File: src/rtl/cpu16_pkg.sv
`default_nettype none

package cpu16_pkg;

	// data and address width
	localparam int word_w = 16;
	// address bits of the memory model
	localparam int mem_aw = 8;

	// opcodes
	localparam logic [3:0] op_bne = 4'd0;
	localparam logic [3:0] op_beq = 4'd1;
	localparam logic [3:0] op_adi = 4'd4;
	localparam logic [3:0] op_lhi = 4'd6;
	localparam logic [3:0] op_lwd = 4'd7;
	localparam logic [3:0] op_swd = 4'd8;
	localparam logic [3:0] op_jmp = 4'd9;
	localparam logic [3:0] op_rtype = 4'd15;

	// function codes of the R-type group
	localparam logic [5:0] fn_add = 6'd0;
	localparam logic [5:0] fn_sub = 6'd1;
	localparam logic [5:0] fn_and = 6'd2;
	localparam logic [5:0] fn_orr = 6'd3;
	localparam logic [5:0] fn_wwd = 6'd28;
	localparam logic [5:0] fn_hlt = 6'd29;

	// destination register choice
	localparam logic [1:0] rd_sel_none = 2'd0;
	localparam logic [1:0] rd_sel_rd = 2'd1;
	localparam logic [1:0] rd_sel_rt = 2'd2;

	// forwarding selects for the EX operands
	localparam logic [1:0] fwd_reg = 2'd0;
	localparam logic [1:0] fwd_mem = 2'd1;
	localparam logic [1:0] fwd_wb = 2'd2;

	typedef enum logic [2:0] {
		alu_add,
		alu_sub,
		alu_and,
		alu_or,
		alu_pass_b,
		alu_lhi
	} alu_op_t;

	// one instruction word, read as R, I or J format
	typedef union packed {
		struct packed {
			logic [3:0] opcode;
			logic [1:0] rs;
			logic [1:0] rt;
			logic [1:0] rd;
			logic [5:0] func;
		} rfields;
		struct packed {
			logic [3:0] opcode;
			logic [1:0] rs;
			logic [1:0] rt;
			logic [7:0] imm;
		} ifields;
		struct packed {
			logic [3:0] opcode;
			logic [11:0] target;
		} jfields;
	} instr_t;

	// all zero is a bubble
	typedef struct packed {
		alu_op_t alu_op;
		logic alu_src;
		logic branch;
		logic branch_eq;
		logic jump;
		logic mem_read;
		logic mem_write;
		logic reg_write;
		logic [1:0] rd_sel;
		logic wwd;
		logic halt;
	} ctrl_t;

	typedef struct packed {
		logic read;
		logic write;
		logic [word_w-1:0] addr;
		logic [word_w-1:0] wdata;
	} mem_req_t;

endpackage

`default_nettype wire

File: src/rtl/alu_unit.sv
`timescale 1ns/1ps
`default_nettype none

module alu_unit (
	input  logic [cpu16_pkg::word_w-1:0] a,
	input  logic [cpu16_pkg::word_w-1:0] b,
	input  cpu16_pkg::alu_op_t op,
	input  logic branch_eq,
	output logic [cpu16_pkg::word_w-1:0] result,
	output logic taken
);

	always_comb begin
		case (op)
			cpu16_pkg::alu_add: result = a + b;
			cpu16_pkg::alu_sub: result = a - b;
			cpu16_pkg::alu_and: result = a & b;
			cpu16_pkg::alu_or: result = a | b;
			cpu16_pkg::alu_pass_b: result = b;
			// low byte of b into the high byte
			cpu16_pkg::alu_lhi: result = {b[7:0], 8'h00};
			default: result = a + b;
		endcase
	end

	// BEQ on equality, BNE otherwise
	assign taken = branch_eq ? (a == b) : (a != b);

endmodule

`default_nettype wire

File: src/rtl/control_unit.sv
`timescale 1ns/1ps
`default_nettype none

module control_unit (
	input  cpu16_pkg::instr_t instr,
	output cpu16_pkg::ctrl_t ctrl,
	output logic use_rs,
	output logic use_rt
);

	always_comb begin
		ctrl = '0;
		ctrl.rd_sel = cpu16_pkg::rd_sel_none;
		use_rs = 1'b0;
		use_rt = 1'b0;
		case (instr.rfields.opcode)
			cpu16_pkg::op_rtype: begin
				case (instr.rfields.func)
					cpu16_pkg::fn_add: ctrl.alu_op = cpu16_pkg::alu_add;
					cpu16_pkg::fn_sub: ctrl.alu_op = cpu16_pkg::alu_sub;
					cpu16_pkg::fn_and: ctrl.alu_op = cpu16_pkg::alu_and;
					cpu16_pkg::fn_orr: ctrl.alu_op = cpu16_pkg::alu_or;
					cpu16_pkg::fn_wwd: begin
						ctrl.wwd = 1'b1;
						use_rs = 1'b1;
					end
					cpu16_pkg::fn_hlt: ctrl.halt = 1'b1;
					default: ;
				endcase
				// arithmetic forms write rd from rs and rt
				if (instr.rfields.func <= cpu16_pkg::fn_orr) begin
					ctrl.reg_write = 1'b1;
					ctrl.rd_sel = cpu16_pkg::rd_sel_rd;
					use_rs = 1'b1;
					use_rt = 1'b1;
				end
			end
			cpu16_pkg::op_adi, cpu16_pkg::op_lwd: begin
				ctrl.alu_src = 1'b1;
				ctrl.mem_read = (instr.ifields.opcode == cpu16_pkg::op_lwd);
				ctrl.reg_write = 1'b1;
				ctrl.rd_sel = cpu16_pkg::rd_sel_rt;
				use_rs = 1'b1;
			end
			cpu16_pkg::op_lhi: begin
				ctrl.alu_op = cpu16_pkg::alu_lhi;
				ctrl.alu_src = 1'b1;
				ctrl.reg_write = 1'b1;
				ctrl.rd_sel = cpu16_pkg::rd_sel_rt;
			end
			cpu16_pkg::op_swd: begin
				ctrl.alu_src = 1'b1;
				ctrl.mem_write = 1'b1;
				use_rs = 1'b1;
				use_rt = 1'b1;
			end
			cpu16_pkg::op_bne, cpu16_pkg::op_beq: begin
				ctrl.alu_op = cpu16_pkg::alu_sub;
				ctrl.branch = 1'b1;
				ctrl.branch_eq = (instr.ifields.opcode == cpu16_pkg::op_beq);
				use_rs = 1'b1;
				use_rt = 1'b1;
			end
			cpu16_pkg::op_jmp: begin
				ctrl.alu_op = cpu16_pkg::alu_pass_b;
				ctrl.jump = 1'b1;
			end
			default: ;
		endcase
	end

endmodule

`default_nettype wire

File: src/rtl/cpu16_top.sv
`timescale 1ns/1ps
`default_nettype none

module cpu16_top (
	input  logic clk,
	input  logic reset_n,
	input  logic [cpu16_pkg::word_w-1:0] mem_rdata,
	output cpu16_pkg::mem_req_t mem_req,
	output logic [cpu16_pkg::word_w-1:0] output_port,
	output logic out_strobe,
	output logic [cpu16_pkg::word_w-1:0] num_inst,
	output logic is_halted
);

	logic [cpu16_pkg::word_w-1:0] fetch_addr;
	logic fetch_en;
	logic fetch_grant;
	cpu16_pkg::mem_req_t data_req;
	cpu16_pkg::instr_t id_instr;
	cpu16_pkg::ctrl_t id_ctrl;
	logic use_rs;
	logic use_rt;
	logic [1:0] rs_id;
	logic [1:0] rt_id;
	logic use_rs_id;
	logic use_rt_id;
	logic [1:0] rs_ex;
	logic [1:0] rt_ex;
	logic [1:0] rd_ex;
	logic mem_read_ex;
	logic [1:0] rd_mem;
	logic reg_write_mem;
	logic [1:0] rd_wb;
	logic reg_write_wb;
	logic [1:0] fwd_a;
	logic [1:0] fwd_b;
	logic load_stall;
	logic [cpu16_pkg::word_w-1:0] alu_a;
	logic [cpu16_pkg::word_w-1:0] alu_b;
	cpu16_pkg::alu_op_t alu_op;
	logic branch_eq;
	logic [cpu16_pkg::word_w-1:0] alu_result;
	logic taken;

	// port names of the datapath match the nets here
	pipeline_datapath u_datapath (.*);

	control_unit u_control (
		.instr(id_instr),
		.ctrl(id_ctrl),
		.use_rs(use_rs),
		.use_rt(use_rt)
	);

	hazard_unit u_hazard (
		.rs_id(rs_id),
		.rt_id(rt_id),
		.use_rs(use_rs_id),
		.use_rt(use_rt_id),
		.rs_ex(rs_ex),
		.rt_ex(rt_ex),
		.rd_ex(rd_ex),
		.mem_read_ex(mem_read_ex),
		.rd_mem(rd_mem),
		.reg_write_mem(reg_write_mem),
		.rd_wb(rd_wb),
		.reg_write_wb(reg_write_wb),
		.fwd_a(fwd_a),
		.fwd_b(fwd_b),
		.load_stall(load_stall)
	);

	alu_unit u_alu (
		.a(alu_a),
		.b(alu_b),
		.op(alu_op),
		.branch_eq(branch_eq),
		.result(alu_result),
		.taken(taken)
	);

	mem_arbiter u_arbiter (
		.fetch_addr(fetch_addr),
		.fetch_en(fetch_en),
		.data_req(data_req),
		.mem_req(mem_req),
		.fetch_grant(fetch_grant)
	);

endmodule

`default_nettype wire

File: src/rtl/hazard_unit.sv
`timescale 1ns/1ps
`default_nettype none

module hazard_unit (
	input  logic [1:0] rs_id,
	input  logic [1:0] rt_id,
	input  logic use_rs,
	input  logic use_rt,
	input  logic [1:0] rs_ex,
	input  logic [1:0] rt_ex,
	input  logic [1:0] rd_ex,
	input  logic mem_read_ex,
	input  logic [1:0] rd_mem,
	input  logic reg_write_mem,
	input  logic [1:0] rd_wb,
	input  logic reg_write_wb,
	output logic [1:0] fwd_a,
	output logic [1:0] fwd_b,
	output logic load_stall
);

	// newest writer wins
	function automatic logic [1:0] fwd_sel(input logic [1:0] src, input logic [1:0] mem_rd,
			input logic mem_we, input logic [1:0] wb_rd, input logic wb_we);
		if (mem_we && mem_rd == src)
			return cpu16_pkg::fwd_mem;
		else if (wb_we && wb_rd == src)
			return cpu16_pkg::fwd_wb;
		else
			return cpu16_pkg::fwd_reg;
	endfunction

	assign fwd_a = fwd_sel(rs_ex, rd_mem, reg_write_mem, rd_wb, reg_write_wb);
	assign fwd_b = fwd_sel(rt_ex, rd_mem, reg_write_mem, rd_wb, reg_write_wb);

	// load result is not ready for the very next instruction
	assign load_stall = mem_read_ex &
			((use_rs && rs_id == rd_ex) || (use_rt && rt_id == rd_ex));

endmodule

`default_nettype wire

File: src/rtl/mem_arbiter.sv
`timescale 1ns/1ps
`default_nettype none

module mem_arbiter (
	input  logic [cpu16_pkg::word_w-1:0] fetch_addr,
	input  logic fetch_en,
	input  cpu16_pkg::mem_req_t data_req,
	output cpu16_pkg::mem_req_t mem_req,
	output logic fetch_grant
);

	logic data_active;

	// data access has the memory first
	assign data_active = data_req.read | data_req.write;
	assign fetch_grant = fetch_en & ~data_active;

	always_comb begin
		if (data_active) begin
			mem_req = data_req;
		end else begin
			mem_req.read = fetch_en;
			mem_req.write = 1'b0;
			mem_req.addr = fetch_addr;
			mem_req.wdata = '0;
		end
	end

endmodule

`default_nettype wire

File: src/rtl/pipeline_datapath.sv
`timescale 1ns/1ps
`default_nettype none

module pipeline_datapath (
	input  logic clk,
	input  logic reset_n,
	input  logic [cpu16_pkg::word_w-1:0] mem_rdata,
	input  logic fetch_grant,
	output logic [cpu16_pkg::word_w-1:0] fetch_addr,
	output logic fetch_en,
	output cpu16_pkg::mem_req_t data_req,
	output cpu16_pkg::instr_t id_instr,
	input  cpu16_pkg::ctrl_t id_ctrl,
	input  logic use_rs,
	input  logic use_rt,
	output logic [1:0] rs_id,
	output logic [1:0] rt_id,
	output logic use_rs_id,
	output logic use_rt_id,
	output logic [1:0] rs_ex,
	output logic [1:0] rt_ex,
	output logic [1:0] rd_ex,
	output logic mem_read_ex,
	output logic [1:0] rd_mem,
	output logic reg_write_mem,
	output logic [1:0] rd_wb,
	output logic reg_write_wb,
	input  logic [1:0] fwd_a,
	input  logic [1:0] fwd_b,
	input  logic load_stall,
	output logic [cpu16_pkg::word_w-1:0] alu_a,
	output logic [cpu16_pkg::word_w-1:0] alu_b,
	output cpu16_pkg::alu_op_t alu_op,
	output logic branch_eq,
	input  logic [cpu16_pkg::word_w-1:0] alu_result,
	input  logic taken,
	output logic [cpu16_pkg::word_w-1:0] output_port,
	output logic out_strobe,
	output logic [cpu16_pkg::word_w-1:0] num_inst,
	output logic is_halted
);

	localparam int w = cpu16_pkg::word_w;

	logic [w-1:0] pc;
	logic [w-1:0] pc_id;
	logic valid_id;
	logic [1:0] rd_id;
	logic [w-1:0] rs_val_id;
	logic [w-1:0] rt_val_id;
	cpu16_pkg::ctrl_t ctrl_id;
	cpu16_pkg::ctrl_t ex_ctrl;
	cpu16_pkg::ctrl_t mem_ctrl;
	cpu16_pkg::ctrl_t wb_ctrl;
	logic ex_valid;
	logic mem_valid;
	logic wb_valid;
	logic [w-1:0] ex_pc;
	logic [w-1:0] ex_rs_val;
	logic [w-1:0] ex_rt_val;
	logic [w-1:0] ex_imm;
	logic [11:0] ex_target;
	logic [w-1:0] mem_alu;
	logic [w-1:0] mem_store;
	logic [w-1:0] mem_rs_val;
	logic [w-1:0] wb_alu;
	logic [w-1:0] wb_load;
	logic [w-1:0] wb_rs_val;
	logic [w-1:0] wb_data;
	logic [w-1:0] regs [4];
	logic [w-1:0] a_fwd;
	logic [w-1:0] b_fwd;
	logic [w-1:0] next_pc;
	logic redirect;
	logic flush;
	logic front_hold;
	logic halt_pending;

	function automatic logic [w-1:0] pick(input logic [1:0] sel, input logic [w-1:0] reg_val,
			input logic [w-1:0] mem_val, input logic [w-1:0] wb_val);
		case (sel)
			cpu16_pkg::fwd_mem: return mem_val;
			cpu16_pkg::fwd_wb: return wb_val;
			default: return reg_val;
		endcase
	endfunction

	// ID stage, bubbles decode to nothing
	assign ctrl_id = valid_id ? id_ctrl : '0;
	assign use_rs_id = valid_id & use_rs;
	assign use_rt_id = valid_id & use_rt;
	assign rs_id = id_instr.rfields.rs;
	assign rt_id = id_instr.rfields.rt;

	always_comb begin
		case (ctrl_id.rd_sel)
			cpu16_pkg::rd_sel_rd: rd_id = id_instr.rfields.rd;
			cpu16_pkg::rd_sel_rt: rd_id = id_instr.rfields.rt;
			default: rd_id = 2'd0;
		endcase
	end

	// register file reads see the write of the same cycle
	assign rs_val_id = (reg_write_wb && rd_wb == rs_id) ? wb_data : regs[rs_id];
	assign rt_val_id = (reg_write_wb && rd_wb == rt_id) ? wb_data : regs[rt_id];

	// fetch stops from a decoded HLT onward
	assign halt_pending = ctrl_id.halt | ex_ctrl.halt | mem_ctrl.halt | wb_ctrl.halt | is_halted;
	assign fetch_en = ~halt_pending;
	assign fetch_addr = pc;
	assign front_hold = load_stall | (fetch_en & ~fetch_grant);

	// EX stage
	assign a_fwd = pick(fwd_a, ex_rs_val, mem_alu, wb_data);
	assign b_fwd = pick(fwd_b, ex_rt_val, mem_alu, wb_data);
	assign alu_a = a_fwd;
	assign alu_b = ex_ctrl.alu_src ? ex_imm : b_fwd;
	assign alu_op = ex_ctrl.alu_op;
	assign branch_eq = ex_ctrl.branch_eq;

	assign redirect = ex_ctrl.jump | (ex_ctrl.branch & taken);
	always_comb begin
		if (ex_ctrl.jump)
			next_pc = {ex_pc[w-1 -: 4], ex_target};
		else if (ex_ctrl.branch && taken)
			next_pc = ex_pc + 1'b1 + ex_imm;
		else
			next_pc = ex_pc + 1'b1;
	end

	// the ID slot holds the sequential successor of the branch
	assign flush = redirect & (next_pc != pc_id);

	// MEM and WB stages
	assign mem_read_ex = ex_ctrl.mem_read;
	assign reg_write_mem = mem_ctrl.reg_write;
	assign reg_write_wb = wb_ctrl.reg_write;
	assign data_req.read = mem_ctrl.mem_read;
	assign data_req.write = mem_ctrl.mem_write;
	assign data_req.addr = mem_alu;
	assign data_req.wdata = mem_store;
	assign wb_data = wb_ctrl.mem_read ? wb_load : wb_alu;

	always_ff @(posedge clk) begin
		if (!reset_n) begin
			pc <= '0;
			valid_id <= 1'b0;
			ex_ctrl <= '0;
			ex_valid <= 1'b0;
			mem_ctrl <= '0;
			mem_valid <= 1'b0;
			wb_ctrl <= '0;
			wb_valid <= 1'b0;
			output_port <= '0;
			out_strobe <= 1'b0;
			num_inst <= '0;
			is_halted <= 1'b0;
			for (int i = 0; i < 4; i++)
				regs[i] <= '0;
		end else begin
			if (flush)
				pc <= next_pc;
			else if (fetch_grant && !load_stall)
				pc <= pc + 1'b1;

			if (flush)
				valid_id <= 1'b0;
			else if (!front_hold)
				valid_id <= fetch_grant;

			// squashed or held ID leaves a bubble in EX
			if (flush || front_hold) begin
				ex_ctrl <= '0;
				ex_valid <= 1'b0;
			end else begin
				ex_ctrl <= ctrl_id;
				ex_valid <= valid_id;
			end

			mem_ctrl <= ex_ctrl;
			mem_valid <= ex_valid;
			wb_ctrl <= mem_ctrl;
			wb_valid <= mem_valid;

			if (reg_write_wb)
				regs[rd_wb] <= wb_data;
			out_strobe <= wb_ctrl.wwd;
			if (wb_ctrl.wwd)
				output_port <= wb_rs_val;
			if (wb_valid)
				num_inst <= num_inst + 1'b1;
			if (wb_valid && wb_ctrl.halt)
				is_halted <= 1'b1;
		end
	end

	// payload follows the control bits
	always_ff @(posedge clk) begin
		if (fetch_grant && !front_hold) begin
			id_instr <= mem_rdata;
			pc_id <= pc;
		end
		ex_pc <= pc_id;
		ex_rs_val <= rs_val_id;
		ex_rt_val <= rt_val_id;
		ex_imm <= {{(w - 8){id_instr.ifields.imm[7]}}, id_instr.ifields.imm};
		ex_target <= id_instr.jfields.target;
		rs_ex <= rs_id;
		rt_ex <= rt_id;
		rd_ex <= rd_id;
		mem_alu <= alu_result;
		mem_store <= b_fwd;
		mem_rs_val <= a_fwd;
		rd_mem <= rd_ex;
		wb_alu <= mem_alu;
		wb_load <= mem_rdata;
		wb_rs_val <= mem_rs_val;
		rd_wb <= rd_mem;
	end

endmodule

`default_nettype wire

File: config.mk
export PLATFORM = sky130hd
export DESIGN_NAME = cpu16_top
export DESIGN_NICKNAME = d
export VERILOG_FILES = /design/src/rtl/cpu16_pkg.sv /design/src/rtl/alu_unit.sv /design/src/rtl/control_unit.sv /design/src/rtl/cpu16_top.sv /design/src/rtl/hazard_unit.sv /design/src/rtl/mem_arbiter.sv /design/src/rtl/pipeline_datapath.sv
export SDC_FILE = /design/constraint.sdc
export NUM_CORES = 1
export LEC_CHECK = 0
export BUFFER_PORTS_ARGS = -buffer_cell sky130_fd_sc_hd__buf_2
export CORE_MARGIN = 8
export CORE_UTILIZATION = 45
export CTS_CLUSTER_SIZE = 14
export DETAILED_ROUTE_END_ITERATION = 10
export MAX_ROUTING_LAYER = met4
export PLACE_DENSITY = 0.68
export SYNTH_ARGS = -nofsm -noshare
export SYNTH_HDL_FRONTEND = slang
export SYNTH_HIERARCHICAL = 1
export SYNTH_SLANG_ARGS = --single-unit
File: constraint.sdc
create_clock -name clk -period 5.75 [get_ports clk]
set_input_delay 1.4375 -clock clk [delete_from_list [all_inputs] [get_ports clk]]
set_output_delay 1.4375 -clock clk [all_outputs]
set_load 0.02 [all_outputs]
==> run_results.csv <==
group,metric,value,unit
run_status,status,"finished, violations left",
run_status,violated_checks,"setup timing",
cts,cts.hold.buffers_added,0,
sta,fmax,171,MHz
grt,grt_max_degree,55,
routing,drt_drc_violations_left,0,
pwr,worst_ir_drop_vdd,346,uV
placed_design,detailed_place_hpwl,40.1,mm
yosys,adder_cell_share_of_the_synthesized_area,5.62,%
placed_design,pre_cts_ws,-372,ps
critical_path,critical_path_peak_fanout,8,
cts,max-clock-path-buffers,3,
sta,timing.setup.tns,-1510,ps
sta,finalWorstSetupSlack,-97.4,ps
cts,h_tree_depth_reported_by_cts,2,
cts,clkTransAtPathRegs,60,ps
floorplanning,die-area,0.0455,mm2
yosys,ffs_latches_synth,337,
sta,rsz_0062_raised_after_global_routing,"yes",
routing,dr_wl_met2,24.4,mm
critical_path,required,6230,ps
yosys,synthDistinctLibCells,104,
routing,wl_met3,4.42,mm
routing,antenna_violating_nets_post_route,0,
grt,global_route.overflow_total,0,
critical_path,crit_path_max_incr_delay,540,ps
yosys,synth_xor_area_share,3.92,%
floorplanning,initial_utilization,45.4,%
cells_and_area,fillerInstances,3374,
yosys,most_instantiated_flip_flop_cell_in_the_synthesis_netlist,"dfxtp_1",
critical_path,kind_of_start_point_of_the_critical_path,"flop",
floorplanning,design.core.area,0.0386,mm2
pwr,total_leakage_power,8.60,nW
cells_and_area,seq_area,0.00772,mm2
critical_path,worst-setup-path-type,"reg2reg",
sta,layout_min_cycle_time,5850,ps
yosys,synth-warning-count,6,
cts,clock_latency,560,ps
cts,clock-root-buffer,"clkbuf_16",
yosys,cells_after_synthesis,1769,
critical_path,cp_num_buf_inv,5,
cells_and_area,areaGrowthSynthToFinish,20.8,%
floorplanning,fp-row-count,72,
grt,grt_first_pass_wirelength,82.7,mm
routing,wl_per_cell,21.5,um
cells_and_area,largest_reg_flops,64,
routing,met1Wirelength,23.5,mm
floorplanning,ioPinCount,86,
routing,drt_wl_total,53.9,mm
routing,drt_via_density,5.80,
yosys,async_reset_ff_share,0,%
yosys,synthesis.nets,1863,
pwr,power.total,6.33,mW
critical_path,critPathTopFamily,"simple AND/OR/NAND/NOR gates",
yosys,syn_avg_cell_area,9.90,um2
placed_design,place.gp.congestion,0.978,
yosys,synth_compound_gate_area_share,14.7,%
cts,cts_buffers,37,
sta,tightestPinTransition,1220,ps
floorplanning,dieWidth,213,um
sta,setup_viol,23,
yosys,synthesis.area,0.0175,mm2
routing,top_layer_used,"met4",
sta,timing.clock.skew,25.0,ps
sta,final_max_slew_viol_count,0,
cts,sink_count_of_the_clock_tree,337,
critical_path,arrival,6320,ps
yosys,synth.mux.area_fraction,10.9,%
cells_and_area,drive_above_1_share,25.7,%
sta,min_period_over_period,102,%
sta,worst_slew_margin_rel,18.7,%
sta,timing.final.hold_violations,0,
grt,grt.total_usage,24.2,%
critical_path,cp_slowest_cell,"or4_4",
yosys,synth.yosys.seq_area_share,44.0,%
routing,vias,14500,
job,drv_cap,0,
worst_hold_path,worstHoldPathType,"reg2reg",
critical_path,cp-end-kind,"flop",
cts,cts_tree,"yes",
routing,drt_iter0_drc,1521,
placed_design,place.port_buffers,85,
pwr,power_density,299,mW/mm2
cells_and_area,final_net_count,2056,
cells_and_area,multi_input_combinational_cell_area,0.00936,mm2
cells_and_area,antenna_cells,0,
cells_and_area,registers.top_by_ff_count,"u_datapath/regs",
yosys,synth-edff-count,96,
yosys,largest_family_of_logic_cells_by_synthesized_area,"simple AND/OR/NAND/NOR gates",
yosys,synth_simple_gate_area_share,16.1,%
routing,detailedRoute.firstPassIterationCount,6,
grt,antenna_found_initial,1,
floorplanning,fp.dieH,213,um
grt,grt_pass1_vias,13900,
[worst reg2reg max path, stage by stage, from the launching register on]
cell      delay [ps]
dfxtp_2          340
xnor2_2          190
nand3_2          150
nor2_4           160
inv_1            100
ha_4             190
a22oi_1          170
o21ai_1          100
mux2_4           280
inv_2             60
ha_1             230
or4_4            540
nor3_4           150
nand4b_1         170
nor2_4           200
xnor2_4          110
buf_6            150
and4b_1          230
a221oi_2         260
and3_1           230
mux2i_1           80
o31ai_1          260
nand4b_1         140
or4_4            440
o31a_1           350
buf_12           180
buf_12           140
nor3b_2          170
[placed cells by master (no fill, tap or decap), types with 17 or more instances in the layout]
| cell | count |
|---|---|
| nand3_1 | 39 |
| edfxtp_1 | 96 |
| nor2_1 | 172 |
| mux4_2 | 32 |
| nor3_1 | 29 |
| mux2i_1 | 51 |
| dfxtp_1 | 235 |
| buf_4 | 167 |
| o21ai_0 | 85 |
| mux2_4 | 18 |
| xor2_1 | 28 |
| mux2_2 | 37 |
| buf_2 | 85 |
| nand2_1 | 161 |
| inv_1 | 67 |
| a21oi_1 | 62 |
| and3_1 | 17 |
| xnor2_1 | 41 |
| nor2b_1 | 26 |
| and2_1 | 20 |
| ha_1 | 66 |
| a22oi_1 | 42 |
| clkbuf_16 | 41 |
[timing repair]
item                       4_1_cts  5_1_grt
pin swaps                       10       19
gates resized for setup         70       28
gates cloned                     1        1
setup endpoints to repair       30       30
setup buffers                   14        7
[area by class of cell]
cell class	instances	area share, %
sequential	337	36.5
multi-input combinational	1245	44.2
clock inverter	14	0.609
clock buffer	51	5.17
timing repair buffer	268	9.10
tap	518	3.06
inverter	73	1.31
[where the power goes]
part	switching, mW	total [mW]	leakage, nW	internal, mW
Clock	0.979	2.37	0.611	1.39
Combinational	0.645	1.14	4.97	0.498
Sequential	0.200	2.82	3.02	2.62
[cells by family (layout without fill, tap and decap cells)]
| kind of cell | count (synthesis) | in the layout |
|---|---|---|
| simple gates | 578 | 578 |
| compound gates | 375 | 375 |
| flops | 337 | 337 |
| buf+inv | 187 | 406 |
| mux | 139 | 139 |
| fa+ha+maj | 77 | 77 |
| xor+xnor | 76 | 76 |
[per-layer routing]
layer  track usage, %  vias up
met2             36.9      666
met4             8.34        0
li1                 -     6767
met3             4.43       89
met1             32.1     7017
met5                -        -
[through the flow]
stage | hold WS (ps) | area, um2 | utilization, % | instances
detailed placement | 312 | 19300 | 50.2 | 2419
finish | 323 | 21100 | 54.9 | 2506
CTS | 322 | 20900 | 54.3 | 2499
global route | 329 | 21100 | 54.9 | 2506
floorplan | 310 | 17500 | - | 1769
global placement | 311 | 19300 | 50.2 | 2419
[final timing paths]
| kind | from | end | slack [ps] | depth (start not counted) |
|---|---|---|---|---|
| worst max register to register | u_datapath/rd_wb[1] | u_datapath/ex_valid | -100 | 27 |
| worst min-delay path | u_datapath/mem_rs_val[0] | u_datapath/wb_rs_val[0] | 320 | 0 |
| worst max-delay path | u_datapath/rd_wb[1] | u_datapath/ex_valid | -100 | 27 |
| worst min register to register | u_datapath/mem_rs_val[0] | u_datapath/wb_rs_val[0] | 320 | 0 |
[cells in the mapped netlist, types with 27 or more instances]
library cell / instances / share of area [%]
inv_1: 71 / 1.5
edfxtp_1: 96 / 16
o21ai_0: 96 / 2.7
mux2_2: 42 / 2.7
nand3_1: 41 / 1.2
nor3_1: 33 / 0.94
ha_1: 73 / 5.2
mux4_2: 32 / 4.1
clkbuf_1: 65 / 1.4
xor2_1: 28 / 1.4
a22oi_1: 44 / 1.9
nor2_1: 174 / 3.7
dfxtp_1: 241 / 28
nor2b_1: 27 / 0.96
nand2_1: 162 / 3.5
xnor2_1: 46 / 2.3
a21oi_1: 62 / 1.8
mux2i_1: 51 / 2.9
No activity file was read; power rests on OpenSTA's default activity.
